## config.mk

```make
export PLATFORM = sky130hd
export DESIGN_NAME = copy_engine_top
export DESIGN_NICKNAME = d
export VERILOG_FILES = /design/src/logic/copy_engine_pkg.sv /design/src/logic/descriptor_parser.sv /design/src/logic/payload_fifo.sv /design/src/logic/completion_writer.sv /design/src/logic/dcr_status_regs.sv /design/src/logic/copy_engine_top.sv
export SDC_FILE = /design/constraint.sdc
export NUM_CORES = 1
export LEC_CHECK = 0
export ABC_AREA = 1
export BUFFER_PORTS_ARGS = -buffer_cell sky130_fd_sc_hd__buf_4
export CORE_UTILIZATION = 50
export CTS_CLUSTER_SIZE = 25
export DETAILED_ROUTE_END_ITERATION = 8
export GPL_ROUTABILITY_DRIVEN = 0
export HOLD_SLACK_MARGIN = 0.12
export MAX_ROUTING_LAYER = met4
export PLACE_DENSITY = 0.73
export SYNTH_ARGS = -nofsm -noshare
export SYNTH_HDL_FRONTEND = slang
export SYNTH_SLANG_ARGS = --single-unit
```

## constraint.sdc

```tcl
create_clock -name clk -period 3.75 [get_ports clk]
set_clock_uncertainty 0.15 [all_clocks]
set_input_delay 0.5625 -clock clk [delete_from_list [all_inputs] [get_ports clk]]
set_output_delay 0.5625 -clock clk [all_outputs]
set_load 0.01 [all_outputs]
```

## src/logic/copy_engine_pkg.sv

```systemverilog
package copy_engine_pkg;

   localparam int WORD_W = 32;
   localparam int REM_W  = 4;

   // valid bytes are the upper ones
   localparam logic [REM_W-1:0] REM_FULL = 4'b0000;
   localparam logic [REM_W-1:0] REM_3B   = 4'b0001;
   localparam logic [REM_W-1:0] REM_2B   = 4'b0011;
   localparam logic [REM_W-1:0] REM_1B   = 4'b0111;

   // header and trailer layout
   localparam int HDR_WORDS = 8;
   localparam int CTRL_IDX  = 4;
   localparam int LEN_IDX   = 5;
   localparam int TASK_IDX  = 6;
   localparam int TASK_W    = 10;

   localparam int FIFO_DEPTH = 16;
   localparam int CNT_W      = 16;

   localparam int DCR_ADDR_W = 10;
   localparam logic [DCR_ADDR_W-1:0] DCR_TASK_ADDR  = 10'h000;
   localparam logic [DCR_ADDR_W-1:0] DCR_COUNT_ADDR = 10'h001;

   // parser states
   localparam logic [2:0] PS_IDLE       = 3'd0;
   localparam logic [2:0] PS_HEADER     = 3'd1;
   localparam logic [2:0] PS_PAYLOAD    = 3'd2;
   localparam logic [2:0] PS_TRAIL_WAIT = 3'd3;
   localparam logic [2:0] PS_HANDOFF    = 3'd4;

   // writer states
   localparam logic [1:0] WS_STREAM  = 2'd0;
   localparam logic [1:0] WS_TRAILER = 2'd1;
   localparam logic [1:0] WS_EOF     = 2'd2;
   localparam logic [1:0] WS_ACK     = 2'd3;

   // inbound control word and outbound completion word share this layout
   typedef union packed {
      logic [WORD_W-1:0] raw;
      struct packed {
         logic        op_comp;
         logic        op_decomp;
         logic        op_copy;
         logic        status;
         logic [27:0] rsvd;
      } f;
   } ctrl_word_u;

endpackage

```

## src/logic/descriptor_parser.sv

```systemverilog
`timescale 1ns/10ps

module descriptor_parser (
   input  logic                               clk,
   input  logic                               rst_n,
   input  logic [copy_engine_pkg::WORD_W-1:0] in_data_i,
   input  logic [copy_engine_pkg::REM_W-1:0]  in_rem_i,
   input  logic                               in_sof_n_i,
   input  logic                               in_eof_n_i,
   input  logic                               in_eop_n_i,
   input  logic                               in_src_rdy_n_i,
   output logic                               in_dst_rdy_n_o,
   input  logic                               full_i,
   output logic                               push_o,
   output logic [copy_engine_pkg::WORD_W-1:0] wdata_o,
   output logic [copy_engine_pkg::REM_W-1:0]  wrem_o,
   output logic                               wlast_o,
   input  logic                               done_ack_i,
   output logic                               done_req_o,
   output copy_engine_pkg::ctrl_word_u        done_ctrl_o,
   output logic [copy_engine_pkg::WORD_W-1:0] done_bytes_o,
   output logic [copy_engine_pkg::TASK_W-1:0] done_task_o
);
   import copy_engine_pkg::*;

   logic [2:0]        state_q;
   logic [2:0]        hdr_cnt_q;
   logic              run_q;
   ctrl_word_u        ctrl_q;
   logic [WORD_W-1:0] len_q;
   logic [WORD_W-1:0] byte_cnt_q;
   logic [TASK_W-1:0] task_q;
   logic              accept;
   logic              in_xfer;
   logic              in_last;
   logic [WORD_W-1:0] keep;
   logic [2:0]        word_bytes;

   // only a kept payload waits for buffer space
   always_comb begin
      case (state_q)
         PS_IDLE, PS_HEADER: accept = run_q;
         PS_PAYLOAD:         accept = run_q && !(ctrl_q.f.op_copy && full_i);
         default:            accept = 1'b0;
      endcase
   end

   assign in_dst_rdy_n_o = !accept;
   assign in_xfer        = accept && !in_src_rdy_n_i;
   assign in_last        = !in_eof_n_i;

   // tail mask and byte count of the current word
   always_comb begin
      keep       = '1;
      word_bytes = 3'd4;
      if (!in_eop_n_i) begin
         case (in_rem_i)
            REM_3B: begin
               keep       = {WORD_W{1'b1}} << 8;
               word_bytes = 3'd3;
            end
            REM_2B: begin
               keep       = {WORD_W{1'b1}} << 16;
               word_bytes = 3'd2;
            end
            REM_1B: begin
               keep       = {WORD_W{1'b1}} << 24;
               word_bytes = 3'd1;
            end
            default: ;
         endcase
      end
   end

   assign push_o  = in_xfer && (state_q == PS_PAYLOAD) && ctrl_q.f.op_copy;
   assign wdata_o = in_data_i & keep;
   assign wrem_o  = in_eop_n_i ? REM_FULL : in_rem_i;
   assign wlast_o = !in_eop_n_i;

   always_ff @(posedge clk) begin
      if (!rst_n) begin
         state_q    <= PS_IDLE;
         hdr_cnt_q  <= '0;
         run_q      <= 1'b0;
         byte_cnt_q <= '0;
         ctrl_q     <= '0;
      end else begin
         run_q <= 1'b1;
         case (state_q)
            PS_IDLE: begin
               // anything before sof is dropped
               if (in_xfer && !in_sof_n_i) begin
                  hdr_cnt_q  <= 3'd1;
                  byte_cnt_q <= '0;
                  state_q    <= in_last ? PS_TRAIL_WAIT : PS_HEADER;
               end
            end
            PS_HEADER: begin
               if (in_xfer) begin
                  hdr_cnt_q <= hdr_cnt_q + 3'd1;
                  if (hdr_cnt_q == 3'(CTRL_IDX))
                     ctrl_q.raw <= in_data_i;
                  if (in_last)
                     state_q <= PS_TRAIL_WAIT;
                  else if (hdr_cnt_q == 3'(HDR_WORDS - 1))
                     state_q <= PS_PAYLOAD;
               end
            end
            PS_PAYLOAD: begin
               if (in_xfer) begin
                  byte_cnt_q <= byte_cnt_q + WORD_W'(word_bytes);
                  if (in_last)
                     state_q <= PS_TRAIL_WAIT;
               end
            end
            PS_TRAIL_WAIT: begin
               if (done_ack_i)
                  state_q <= PS_HANDOFF;
            end
            PS_HANDOFF: begin
               if (!done_ack_i)
                  state_q <= PS_IDLE;
            end
            default: state_q <= PS_IDLE;
         endcase
      end
   end

   always_ff @(posedge clk) begin
      if (in_xfer && state_q == PS_HEADER) begin
         if (hdr_cnt_q == 3'(LEN_IDX))
            len_q <= in_data_i;
         if (hdr_cnt_q == 3'(TASK_IDX))
            task_q <= in_data_i[TASK_W-1:0];
      end
   end

   // fields hold still until the writer acknowledges
   assign done_req_o   = (state_q == PS_TRAIL_WAIT);
   assign done_bytes_o = byte_cnt_q;
   assign done_task_o  = task_q;

   always_comb begin
      done_ctrl_o          = ctrl_q;
      done_ctrl_o.f.status = ctrl_q.f.op_copy && (byte_cnt_q == len_q);
   end

endmodule

```

## src/logic/payload_fifo.sv

```systemverilog
`timescale 1ns/10ps

module payload_fifo (
   input  logic                               clk,
   input  logic                               rst_n,
   input  logic                               push_i,
   input  logic [copy_engine_pkg::WORD_W-1:0] wdata_i,
   input  logic [copy_engine_pkg::REM_W-1:0]  wrem_i,
   input  logic                               wlast_i,
   input  logic                               pop_i,
   output logic                               full_o,
   output logic                               empty_o,
   output logic [copy_engine_pkg::WORD_W-1:0] rdata_o,
   output logic [copy_engine_pkg::REM_W-1:0]  rrem_o,
   output logic                               rlast_o
);
   import copy_engine_pkg::*;

   logic [WORD_W-1:0]             data_mem [FIFO_DEPTH];
   logic [REM_W-1:0]              rem_mem  [FIFO_DEPTH];
   logic                          last_mem [FIFO_DEPTH];
   logic [$clog2(FIFO_DEPTH)-1:0] wr_ptr_q;
   logic [$clog2(FIFO_DEPTH)-1:0] rd_ptr_q;
   logic [$clog2(FIFO_DEPTH):0]   count_q;
   logic                          do_push;
   logic                          do_pop;

   assign full_o  = (count_q == ($clog2(FIFO_DEPTH) + 1)'(FIFO_DEPTH));
   assign empty_o = (count_q == '0);
   assign do_push = push_i && !full_o;
   assign do_pop  = pop_i && !empty_o;

   // head entry read straight out of the array
   assign rdata_o = data_mem[rd_ptr_q];
   assign rrem_o  = rem_mem[rd_ptr_q];
   assign rlast_o = last_mem[rd_ptr_q];

   always_ff @(posedge clk) begin
      if (do_push) begin
         data_mem[wr_ptr_q] <= wdata_i;
         rem_mem[wr_ptr_q]  <= wrem_i;
         last_mem[wr_ptr_q] <= wlast_i;
      end
   end

   // pointers wrap on their own, depth is a power of two
   always_ff @(posedge clk) begin
      if (!rst_n) begin
         wr_ptr_q <= '0;
         rd_ptr_q <= '0;
         count_q  <= '0;
      end else begin
         if (do_push)
            wr_ptr_q <= wr_ptr_q + 1'b1;
         if (do_pop)
            rd_ptr_q <= rd_ptr_q + 1'b1;
         if (do_push && !do_pop)
            count_q <= count_q + 1'b1;
         else if (do_pop && !do_push)
            count_q <= count_q - 1'b1;
      end
   end

endmodule

```

## src/logic/completion_writer.sv

```systemverilog
`timescale 1ns/10ps

module completion_writer (
   input  logic                               clk,
   input  logic                               rst_n,
   input  logic                               out_dst_rdy_n_i,
   output logic [copy_engine_pkg::WORD_W-1:0] out_data_o,
   output logic [copy_engine_pkg::REM_W-1:0]  out_rem_o,
   output logic                               out_sof_n_o,
   output logic                               out_eof_n_o,
   output logic                               out_sop_n_o,
   output logic                               out_eop_n_o,
   output logic                               out_src_rdy_n_o,
   input  logic                               empty_i,
   input  logic [copy_engine_pkg::WORD_W-1:0] rdata_i,
   input  logic [copy_engine_pkg::REM_W-1:0]  rrem_i,
   input  logic                               rlast_i,
   output logic                               pop_o,
   input  logic                               done_req_i,
   input  copy_engine_pkg::ctrl_word_u        done_ctrl_i,
   input  logic [copy_engine_pkg::WORD_W-1:0] done_bytes_i,
   input  logic [copy_engine_pkg::TASK_W-1:0] done_task_i,
   output logic                               done_ack_o,
   output logic                               frame_done_o
);
   import copy_engine_pkg::*;

   logic [1:0]        state_q;
   logic [2:0]        tr_cnt_q;
   logic              sof_pend_q;
   logic              sop_pend_q;
   logic              out_xfer;
   logic              can_load;
   logic              load_fifo;
   logic              load_trl;
   ctrl_word_u        cpl;
   logic [WORD_W-1:0] trl_data;

   // output register is free when empty or draining this cycle
   assign out_xfer  = !out_src_rdy_n_o && !out_dst_rdy_n_i;
   assign can_load  = out_src_rdy_n_o || !out_dst_rdy_n_i;
   assign load_fifo = can_load && (state_q == WS_STREAM) && !empty_i;
   assign load_trl  = can_load && ((state_q == WS_TRAILER) ||
                      (state_q == WS_STREAM && empty_i && done_req_i));

   assign pop_o        = load_fifo;
   assign frame_done_o = out_xfer && !out_eof_n_o;
   assign done_ack_o   = (state_q == WS_ACK);

   always_comb begin
      cpl.raw         = '0;
      cpl.f.op_comp   = done_ctrl_i.f.op_comp;
      cpl.f.op_decomp = done_ctrl_i.f.op_decomp;
      cpl.f.op_copy   = done_ctrl_i.f.op_copy;
      cpl.f.status    = done_ctrl_i.f.status;
      case (int'(tr_cnt_q))
         CTRL_IDX: trl_data = cpl.raw;
         LEN_IDX:  trl_data = done_bytes_i;
         TASK_IDX: trl_data = WORD_W'(done_task_i);
         default:  trl_data = '0;
      endcase
   end

   always_ff @(posedge clk) begin
      if (load_fifo)
         out_data_o <= rdata_i;
      else if (load_trl)
         out_data_o <= trl_data;
   end

   always_ff @(posedge clk) begin
      if (!rst_n) begin
         state_q         <= WS_STREAM;
         tr_cnt_q        <= '0;
         sof_pend_q      <= 1'b1;
         sop_pend_q      <= 1'b1;
         out_src_rdy_n_o <= 1'b1;
         out_sof_n_o     <= 1'b1;
         out_eof_n_o     <= 1'b1;
         out_sop_n_o     <= 1'b1;
         out_eop_n_o     <= 1'b1;
         out_rem_o       <= REM_FULL;
      end else begin
         if (load_fifo) begin
            out_src_rdy_n_o <= 1'b0;
            out_sof_n_o     <= !sof_pend_q;
            out_sop_n_o     <= !sop_pend_q;
            out_eop_n_o     <= !rlast_i;
            out_eof_n_o     <= 1'b1;
            out_rem_o       <= rrem_i;
            sof_pend_q      <= 1'b0;
            sop_pend_q      <= 1'b0;
         end else if (load_trl) begin
            out_src_rdy_n_o <= 1'b0;
            out_sof_n_o     <= !sof_pend_q;
            out_sop_n_o     <= 1'b1;
            out_eop_n_o     <= 1'b1;
            out_eof_n_o     <= (tr_cnt_q != 3'(HDR_WORDS - 1));
            out_rem_o       <= REM_FULL;
            sof_pend_q      <= 1'b0;
            tr_cnt_q        <= tr_cnt_q + 3'd1;
         end else if (out_xfer) begin
            out_src_rdy_n_o <= 1'b1;
            out_sof_n_o     <= 1'b1;
            out_eof_n_o     <= 1'b1;
            out_sop_n_o     <= 1'b1;
            out_eop_n_o     <= 1'b1;
         end
         case (state_q)
            WS_STREAM: begin
               if (load_trl)
                  state_q <= WS_TRAILER;
            end
            WS_TRAILER: begin
               if (load_trl && tr_cnt_q == 3'(HDR_WORDS - 1))
                  state_q <= WS_EOF;
            end
            WS_EOF: begin
               // trailer word 7 accepted, arm flags for the next frame
               if (frame_done_o) begin
                  state_q    <= WS_ACK;
                  sof_pend_q <= 1'b1;
                  sop_pend_q <= 1'b1;
               end
            end
            default: begin
               if (!done_req_i)
                  state_q <= WS_STREAM;
            end
         endcase
      end
   end

endmodule

```

## src/logic/dcr_status_regs.sv

```systemverilog
`timescale 1ns/10ps

module dcr_status_regs (
   input  logic                                   clk,
   input  logic                                   rst_n,
   input  logic [copy_engine_pkg::DCR_ADDR_W-1:0] dcr_abus_i,
   input  logic                                   dcr_read_i,
   input  logic                                   dcr_write_i,
   output logic                                   dcr_ack_o,
   output logic [copy_engine_pkg::WORD_W-1:0]     dcr_dbus_o,
   input  logic                                   frame_done_i,
   input  logic [copy_engine_pkg::TASK_W-1:0]     done_task_i,
   output logic                                   soft_rst_o
);
   import copy_engine_pkg::*;

   logic [CNT_W-1:0]  count_q;
   logic [TASK_W-1:0] task_q;

   always_ff @(posedge clk) begin
      if (!rst_n) begin
         dcr_ack_o  <= 1'b0;
         soft_rst_o <= 1'b0;
         count_q    <= '0;
         task_q     <= '0;
      end else begin
         dcr_ack_o <= dcr_read_i || dcr_write_i;
         // pulse ends itself, the engine reset clears this flop too
         soft_rst_o <= dcr_write_i && dcr_ack_o;
         if (frame_done_i) begin
            count_q <= count_q + 1'b1;
            task_q  <= done_task_i;
         end
      end
   end

   // readback follows the address bus
   always_comb begin
      case (dcr_abus_i)
         DCR_TASK_ADDR:  dcr_dbus_o = WORD_W'(task_q);
         DCR_COUNT_ADDR: dcr_dbus_o = WORD_W'(count_q);
         default:        dcr_dbus_o = '0;
      endcase
   end

endmodule

```

## src/logic/copy_engine_top.sv

```systemverilog
`timescale 1ns/10ps

module copy_engine_top (
   input  logic                                   clk,
   input  logic                                   rst_n,
   input  logic [copy_engine_pkg::WORD_W-1:0]     in_data_i,
   input  logic [copy_engine_pkg::REM_W-1:0]      in_rem_i,
   input  logic                                   in_sof_n_i,
   input  logic                                   in_eof_n_i,
   input  logic                                   in_sop_n_i,
   input  logic                                   in_eop_n_i,
   input  logic                                   in_src_rdy_n_i,
   output logic                                   in_dst_rdy_n_o,
   output logic [copy_engine_pkg::WORD_W-1:0]     out_data_o,
   output logic [copy_engine_pkg::REM_W-1:0]      out_rem_o,
   output logic                                   out_sof_n_o,
   output logic                                   out_eof_n_o,
   output logic                                   out_sop_n_o,
   output logic                                   out_eop_n_o,
   output logic                                   out_src_rdy_n_o,
   input  logic                                   out_dst_rdy_n_i,
   input  logic [copy_engine_pkg::DCR_ADDR_W-1:0] dcr_abus_i,
   input  logic                                   dcr_read_i,
   input  logic                                   dcr_write_i,
   output logic                                   dcr_ack_o,
   output logic [copy_engine_pkg::WORD_W-1:0]     dcr_dbus_o
);
   import copy_engine_pkg::*;

   logic              eng_rst_n;
   logic              soft_rst;
   logic              fifo_push;
   logic              fifo_pop;
   logic              fifo_full;
   logic              fifo_empty;
   logic [WORD_W-1:0] fifo_wdata;
   logic [WORD_W-1:0] fifo_rdata;
   logic [REM_W-1:0]  fifo_wrem;
   logic [REM_W-1:0]  fifo_rrem;
   logic              fifo_wlast;
   logic              fifo_rlast;
   logic              done_req;
   logic              done_ack;
   logic              frame_done;
   ctrl_word_u        done_ctrl;
   logic [WORD_W-1:0] done_bytes;
   logic [TASK_W-1:0] done_task;

   // a register write restarts the whole engine, counter included
   assign eng_rst_n = rst_n && !soft_rst;

   // payload start is known from the header count, in_sop_n_i is not needed
   descriptor_parser u_parser (
      .clk            (clk),
      .rst_n          (eng_rst_n),
      .in_data_i      (in_data_i),
      .in_rem_i       (in_rem_i),
      .in_sof_n_i     (in_sof_n_i),
      .in_eof_n_i     (in_eof_n_i),
      .in_eop_n_i     (in_eop_n_i),
      .in_src_rdy_n_i (in_src_rdy_n_i),
      .in_dst_rdy_n_o (in_dst_rdy_n_o),
      .full_i         (fifo_full),
      .push_o         (fifo_push),
      .wdata_o        (fifo_wdata),
      .wrem_o         (fifo_wrem),
      .wlast_o        (fifo_wlast),
      .done_ack_i     (done_ack),
      .done_req_o     (done_req),
      .done_ctrl_o    (done_ctrl),
      .done_bytes_o   (done_bytes),
      .done_task_o    (done_task)
   );

   payload_fifo u_fifo (
      .clk     (clk),
      .rst_n   (eng_rst_n),
      .push_i  (fifo_push),
      .wdata_i (fifo_wdata),
      .wrem_i  (fifo_wrem),
      .wlast_i (fifo_wlast),
      .pop_i   (fifo_pop),
      .full_o  (fifo_full),
      .empty_o (fifo_empty),
      .rdata_o (fifo_rdata),
      .rrem_o  (fifo_rrem),
      .rlast_o (fifo_rlast)
   );

   completion_writer u_writer (
      .clk             (clk),
      .rst_n           (eng_rst_n),
      .out_dst_rdy_n_i (out_dst_rdy_n_i),
      .out_data_o      (out_data_o),
      .out_rem_o       (out_rem_o),
      .out_sof_n_o     (out_sof_n_o),
      .out_eof_n_o     (out_eof_n_o),
      .out_sop_n_o     (out_sop_n_o),
      .out_eop_n_o     (out_eop_n_o),
      .out_src_rdy_n_o (out_src_rdy_n_o),
      .empty_i         (fifo_empty),
      .rdata_i         (fifo_rdata),
      .rrem_i          (fifo_rrem),
      .rlast_i         (fifo_rlast),
      .pop_o           (fifo_pop),
      .done_req_i      (done_req),
      .done_ctrl_i     (done_ctrl),
      .done_bytes_i    (done_bytes),
      .done_task_i     (done_task),
      .done_ack_o      (done_ack),
      .frame_done_o    (frame_done)
   );

   dcr_status_regs u_regs (
      .clk          (clk),
      .rst_n        (eng_rst_n),
      .dcr_abus_i   (dcr_abus_i),
      .dcr_read_i   (dcr_read_i),
      .dcr_write_i  (dcr_write_i),
      .dcr_ack_o    (dcr_ack_o),
      .dcr_dbus_o   (dcr_dbus_o),
      .frame_done_i (frame_done),
      .done_task_i  (done_task),
      .soft_rst_o   (soft_rst)
   );

endmodule

```

==> results of run 1 <==
routing by layer:
metal	wire length, µm	vias to the layer above	part of all wire [%]	GRT usage, %
met5	0	-	0	-
met3	9520	187	11	4.73
li1	-	10527	-	-
met2	41200	1336	47	41.8
met1	33700	11240	39	35.1
met4	2630	0	3.0	9.67
cells in the mapped netlist, types with 4 or more instances:
cell | instances | area share (%)
edfxtp_1 | 666 | 62
nor2_1 | 567 | 6.6
o21ai_0 | 361 | 5.6
nand2_1 | 330 | 3.8
inv_1 | 152 | 1.8
a21oi_1 | 117 | 1.8
clkbuf_1 | 113 | 1.3
nand3_1 | 110 | 1.7
dfxtp_1 | 103 | 6.4
o211ai_1 | 68 | 1.6
o221ai_1 | 52 | 1.4
buf_2 | 37 | 0.57
o22ai_1 | 30 | 0.58
buf_4 | 28 | 0.65
ha_1 | 27 | 1.0
xnor2_1 | 23 | 0.62
nor3_1 | 20 | 0.31
xor2_1 | 20 | 0.54
a31oi_1 | 19 | 0.37
o21ai_1 | 16 | 0.25
nand4_1 | 10 | 0.19
or2_2 | 7 | 0.14
buf_1 | 6 | 0.069
nand2_2 | 5 | 0.096
inv_2 | 4 | 0.046
registers in the layout (all words and copies together), names as in the netlist, 5 cells and up, named ones only:
register               cells
u_parser.done_task_o      10
u_fifo.last_mem           16
u_regs.task_q             10
u_parser.done_bytes_o     32
u_writer.out_data_o       32
u_fifo.count_q             5
u_fifo.data_mem          512
u_fifo.rem_mem            64
u_parser.len_q            32
u_regs.count_q            16
cell usage in the layout, fill, tap and decap left out, types with 19 or more instances in the layout:
master,Yosys,final
edfxtp_1,666,666
nor2_1,567,549
o21ai_0,361,361
nand2_1,330,329
buf_4,28,166
inv_1,152,150
a21oi_1,117,117
nand3_1,110,110
dfxtp_1,103,99
clkbuf_16,0,76
o211ai_1,68,68
o221ai_1,52,52
o22ai_1,30,30
dlygate4sd3_1,0,30
ha_1,27,27
clkinv_2,2,23
xnor2_1,23,23
nor2_4,2,20
nor3_1,20,20
xor2_1,20,20
a31oi_1,19,19
power by group through the flow:
| stage | logic (µW) | registers, µW | clock network (µW) |
|---|---|---|---|
| 6_report | 6560 | 10100 | 7500 |
| 5_1_grt | 7100 | 10100 | 7910 |
| 4_1_cts | 6430 | 10100 | 7570 |
| 3_5_place_dp | 6360 | 10300 | 0 |
| 3_3_place_gp | 6110 | 10300 | 0 |
| 2_1_floorplan | 4050 | 10300 | 0 |
worst max path at each step:
| stage | from | to | slack (ns) | depth (start not counted) |
|---|---|---|---|---|
| after floorplan | u_parser.state_q[2] | u_fifo.data_mem[0][0] | 0.27 | 11 |
| after global placement | in_rem_i[3] | u_parser.done_bytes_o[24] | 0.27 | 23 |
| after detailed placement | in_rem_i[3] | u_parser.done_bytes_o[24] | 0.20 | 23 |
| after CTS | u_parser.state_q[0] | u_fifo.count_q[4] | 0.49 | 19 |
| after global routing | u_parser.state_q[0] | u_fifo.count_q[4] | 0.27 | 19 |
| final | u_parser.state_q[0] | u_fifo.count_q[4] | 0.45 | 19 |
logic make-up after synthesis:
| kind of cell | Yosys count | synth area share [%] |
|---|---|---|
| AOI/OAI and AO/OA | 675 | 11.9 |
| xor gates and xnor gates | 43 | 1.16 |
| adders and majority gates | 29 | 1.17 |
| buffers and inverters | 349 | 4.57 |
| DFF | 769 | 68.0 |
| other | 1 | 0.0116 |
| and+or+nand+nor | 1061 | 13.2 |
critical path, delay by kind of cell (launching register included):
kind,cells,cell delay (ns)
buffers and inverters,3,0.36
DFF,1,0.39
and+or+nand+nor,10,1.08
AOI/OAI and AO/OA,4,0.57
adders and majority gates,2,0.64
cell type report:
cell class                      instances  share of cell area, %
Clock buffer                           87                   5.26
Clock inverter                         49                   1.31
Inverter                              160                   1.64
Multi-Input combinational cell       1824                   24.4
Sequential cell                       769                   59.5
Tap cell                              846                   2.85
Timing Repair Buffer                  212                   5.03
stage by stage:
stage	setup WS (ns)	utilization (%)
6_report	0.452	58.4
5_1_grt	0.275	58.4
4_1_cts	0.488	58.4
3_5_place_dp	0.201	54.1
3_3_place_gp	0.275	54.1
2_1_floorplan	0.271	-
==> results.yml, run 1 <==
place:
  place_inst: 3781
  dp_hpwl_mm: 50.4
  portBuffers: 113
  detailed_place.area_um2: 34400
global_routing:
  antenna_found_initial: 0
  first_global_vias: 22335
  gr-total-overflow: 0
  grt_pass1_wl_mm: 130
  grt_use_total_pct: 26.7
  grt_max_degree: 130
clock_tree:
  postCtsHoldBufs: 30
  clkLatencyLatePin_ns: 0.62
  post-cts-setup-buffer-count: 0
  cts-root-buf: "clkbuf_16"
  cts_resized: 0
  cts_buffers: 74
  h-tree-depth: 3
  clk_pin_slew_ns: 0.06
  cts_buffer_depth: 3
  cts_tree: "built"
  cts_sinks: 769
final_layout:
  multi_input_area_um2: 9070
  fillerInstances: 4899
  finalNetCount: 3126
  areaGrowthSynthToFinish_pct: 14.5
  diodes: 0
  final_layout_size_suffix_gt1_share_pct: 11.2
  final_cells: 3947
  layout.area.seq_um2: 22100
  fin_area_um2: 37100
setup_path:
  cp.required_ns: 4.11
  endpoint_kind: "register"
  arrival_ns: 3.66
  cp-start-kind: "register"
  rr_startpoint: "u_parser.state_q[0]"
  slowest_delay_ns: 0.43
  worstPathMaxFanout: 8
  worstPathCellList: "nor2_4 > nand2_4 > inv_2 > nand3_2 > nand2_4 > nand2_2 > nor2_4 > nand2_4 > clkinv_2 > ha_1 > inv_1 > fa_1 > a21o_1 > a21oi_1 > nor2_1 > nor2_1 > nand2_1 > o21ai_0 > a21oi_1"
  ff2ff_path_depth: 19
  cpMostUsedCell: "nand2_4"
  r2r-end: "u_fifo.count_q[4]"
  path_class: "register to register"
  r2r_slack_ns: 0.45
  cp_slowest_cell: "fa_1"
power_and_ir_drop:
  powerDensity_nw_per_um2: 651
  p_sw_uw: 8100
  finalPower_uw: 24200
  peakVddDrop_mv: 0.451
  seqPwrFrac_pct: 41.8
  p_int_uw: 16100
  p_comb_share_pct: 27.1
  clkPwrFrac_pct: 31.0
  sw_frac_of_total_pct: 33.5
  leakage_uw: 0.0126
floorplan:
  pin_count: 131
  die_w_um: 257
  die_h_um: 257
  num_rows: 92
  start_util_pct: 51.0
  core_um2: 63500
  dieArea_um2: 65900
synth:
  netlist-cell-type-count: 46
  yosysWarnings: 0
  synthesis.instances: 2927
  syn_area_um2: 32400
  yosysSeqAreaShare_pct: 68.0
  postSynthAreaPerCell_um2: 11.1
  synthArstFlopShare_pct: 0
  synth-edff-count: 666
  synth_top_flop_cell: "edfxtp_1"
  synth_seq_cells: 769
sta:
  max_freq_ghz: 0.303
  timing.final.crit_share_pct: 88.0
  setup_viol: 0
  finalHoldWorstSlack_ns: 0.144
  slew_viol_final: 0
  rsz0062_at_grt: "no"
  maxSlewHeadroom_pct: 23.2
  min_period_ns: 3.30
  hold_viol: 0
  worst_pin_slew_ns: 1.15
  setup_tns_ns: 0
detailed_routing:
  ant_nets: 0
  routed_via_density: 5.90
  routed_wirelength_mm: 87.1
  first_iter_violations: 2602
  drt-pass1-iter-count: 5
  routedWlPerCell_um: 22.1
  via_count: 23290
  drc: 0
worst_hold_path:
  min_from: "in_data_i[27]"
  min_path_cells: 1
  hold_class: "input port to register"
  min_to: "u_fifo.data_mem[15][27]"
run:
  drv_cap: 0
outcome:
  status: "finished clean"
Note: power is estimated with default switching activity, not from simulation.
==> run 2: changes to the inputs <==
- clock period: 3.75 -> 3.47 ns (I/O delays scaled with it)
==> results.yml, run 2 (same netlist as run 1, synthesis figures left out) <==
outcome:
  status: "finished, violations left"
  failed_checks: "DRC"
global_routing:
  antenna_found_initial: 1
  grt_pass1_wl_mm: 130
  gr-total-overflow: 0
  first_global_vias: 22398
  grt_max_degree: 164
  grt_use_total_pct: 26.7
final_layout:
  largestRegisters: "u_fifo.data_mem (512), u_fifo.rem_mem (64)"
  finalNetCount: 3135
  multi_input_area_um2: 9080
  final_layout_size_suffix_gt1_share_pct: 11.1
  diodes: 0
  mostFrequentLayoutCells: "edfxtp_1 (666), nor2_1 (549), o21ai_0 (361)"
  fin_area_um2: 37200
  largest_reg_flops: 512
  areaGrowthSynthToFinish_pct: 14.8
  largest_register: "u_fifo.data_mem"
  fillerInstances: 4961
  final_common_cell: "edfxtp_1"
  layout.area.seq_um2: 22100
clock_tree:
  cts_buffers: 74
  cts-root-buf: "clkbuf_16"
  cts_tree: "built"
  cts_sinks: 769
  clkLatencyLatePin_ns: 0.62
  clk_pin_slew_ns: 0.06
  cts_buffer_depth: 3
  h-tree-depth: 3
sta:
  rsz0062_at_grt: "no"
  hold_viol: 0
  finalHoldWorstSlack_ns: 0.231
  setup_viol: 0
  min_period_ns: 3.26
  max_freq_ghz: 0.307
  maxSlewHeadroom_pct: 19.4
  slew_viol_final: 0
  timing.final.crit_share_pct: 93.9
  setup_ws_ns: 0.213
  worst_pin_slew_ns: 1.20
floorplan:
  core_um2: 63500
  die_w_um: 257
  dieArea_um2: 65900
  start_util_pct: 51.0
  num_rows: 92
  die_h_um: 257
  pin_count: 131
setup_path:
  cp_num_buf_inv: 3
  cpMostUsedCell: "nand2_4"
  r2r-end: "u_fifo.count_q[4]"
  slowest_delay_ns: 0.42
  cp-startpoint: "u_parser.state_q[0]"
  crit_cells: 19
  endpoint_kind: "register"
  cp-start-kind: "register"
  path_class: "register to register"
  r2r_slack_ns: 0.21
  crit_family: "simple AND/OR/NAND/NOR gates"
  cp_slowest_cell: "fa_1"
  cp.required_ns: 3.81
  rr_startpoint: "u_parser.state_q[0]"
  worstPathMaxFanout: 8
  worstPathCellList: "nor2_4 > nand2_4 > inv_2 > nand3_2 > nand2_4 > nand2_2 > nor2_4 > nand2_4 > clkinv_2 > ha_1 > inv_1 > fa_1 > a21o_1 > a21oi_2 > nor2_1 > nor2_1 > nand2_1 > o21ai_0 > a21oi_1"
  arrival_ns: 3.60
  ff2ff_path_depth: 19
  endpoint: "u_fifo.count_q[4]"
worst_hold_path:
  hold_class: "input port to register"
detailed_routing:
  ant_nets: 0
  drc: 10
  drt-pass1-iter-count: 9
  via_count: 23380
  routedWlPerCell_um: 22.1
  routed_via_density: 5.91
  first_iter_violations: 2889
  routed_wirelength_mm: 87.2
power_and_ir_drop:
  powerDensity_nw_per_um2: 698
  leakage_uw: 0.0126
  peakVddDrop_mv: 0.445
  finalPower_uw: 26000
place:
  pre_cts_slack_ns: 0.0881
  dp_hpwl_mm: 50.7
  detailed_place.area_um2: 34400
  portBuffers: 113
run:
  drv_cap: 0
==> run 2: layout make-up <==
class,instances,share of cell area (%)
Sequential cell,769,59.3
Tap cell,846,2.85
Timing Repair Buffer,221,5.37
Multi-Input combinational cell,1824,24.4
Clock buffer,92,5.33
Inverter,160,1.64
Clock inverter,43,1.08
==> run 2: worst min path at each step <==
stage | start | end | slack (ns) | cells after the start
2_1_floorplan | u_writer.sof_pend_q | u_writer.sof_pend_q | 0.27 | 2
3_3_place_gp | u_writer.sof_pend_q | u_writer.sof_pend_q | 0.29 | 2
3_5_place_dp | u_regs.dcr_ack_o | u_regs.soft_rst_o | 0.30 | 2
4_1_cts | out_dst_rdy_n_i | u_writer.out_src_rdy_n_o | 0.20 | 4
5_1_grt | out_dst_rdy_n_i | u_writer.out_src_rdy_n_o | 0.28 | 4
6_report | out_dst_rdy_n_i | u_writer.out_src_rdy_n_o | 0.23 | 4
==> run 2: worst min-delay path, stage by stage <==
cell and delay, ns:
buf_4 0.12, inv_1 0.08, nor2_1 0.08, o21ai_0 0.14
==> run 2: through the flow <==
stage | utilization [%] | instances | TNS [ns]
2_1_floorplan | - | 2942 | -5.55
3_3_place_gp | 54.2 | 3783 | 0
3_5_place_dp | 54.2 | 3783 | 0
4_1_cts | 58.5 | 3954 | 0
5_1_grt | 58.6 | 3955 | 0
6_report | 58.6 | 3955 | 0
==> run 2: timing repair <==
item / 4_1_cts / 5_1_grt
endpoints found under the hold margin: 168 / 0
endpoints found under the setup margin: 0 / 2
hold buffers: 36 / 0
setup buffers: 0 / 1
gates resized for setup: 0 / 2
==> run 2: routing by layer <==
| metal | vias up | part of all wire, % | GRT usage (%) |
|---|---|---|---|
| met5 | - | 0 | - |
| met4 | 0 | 3.7 | 11.5 |
| met3 | 232 | 11 | 4.36 |
| met2 | 1370 | 47 | 42.0 |
| met1 | 11245 | 38 | 34.3 |
| li1 | 10533 | - | - |
==> run 2: report_power, final <==
part | total [µW] | internal [µW] | switching, µW | leakage, µW
Sequential | 10900 | 10600 | 276 | 0.00676
Combinational | 7110 | 2040 | 5060 | 0.00467
Clock | 7930 | 4530 | 3400 | 0.00117
Total | 26000 | 17200 | 8740 | 0.0126
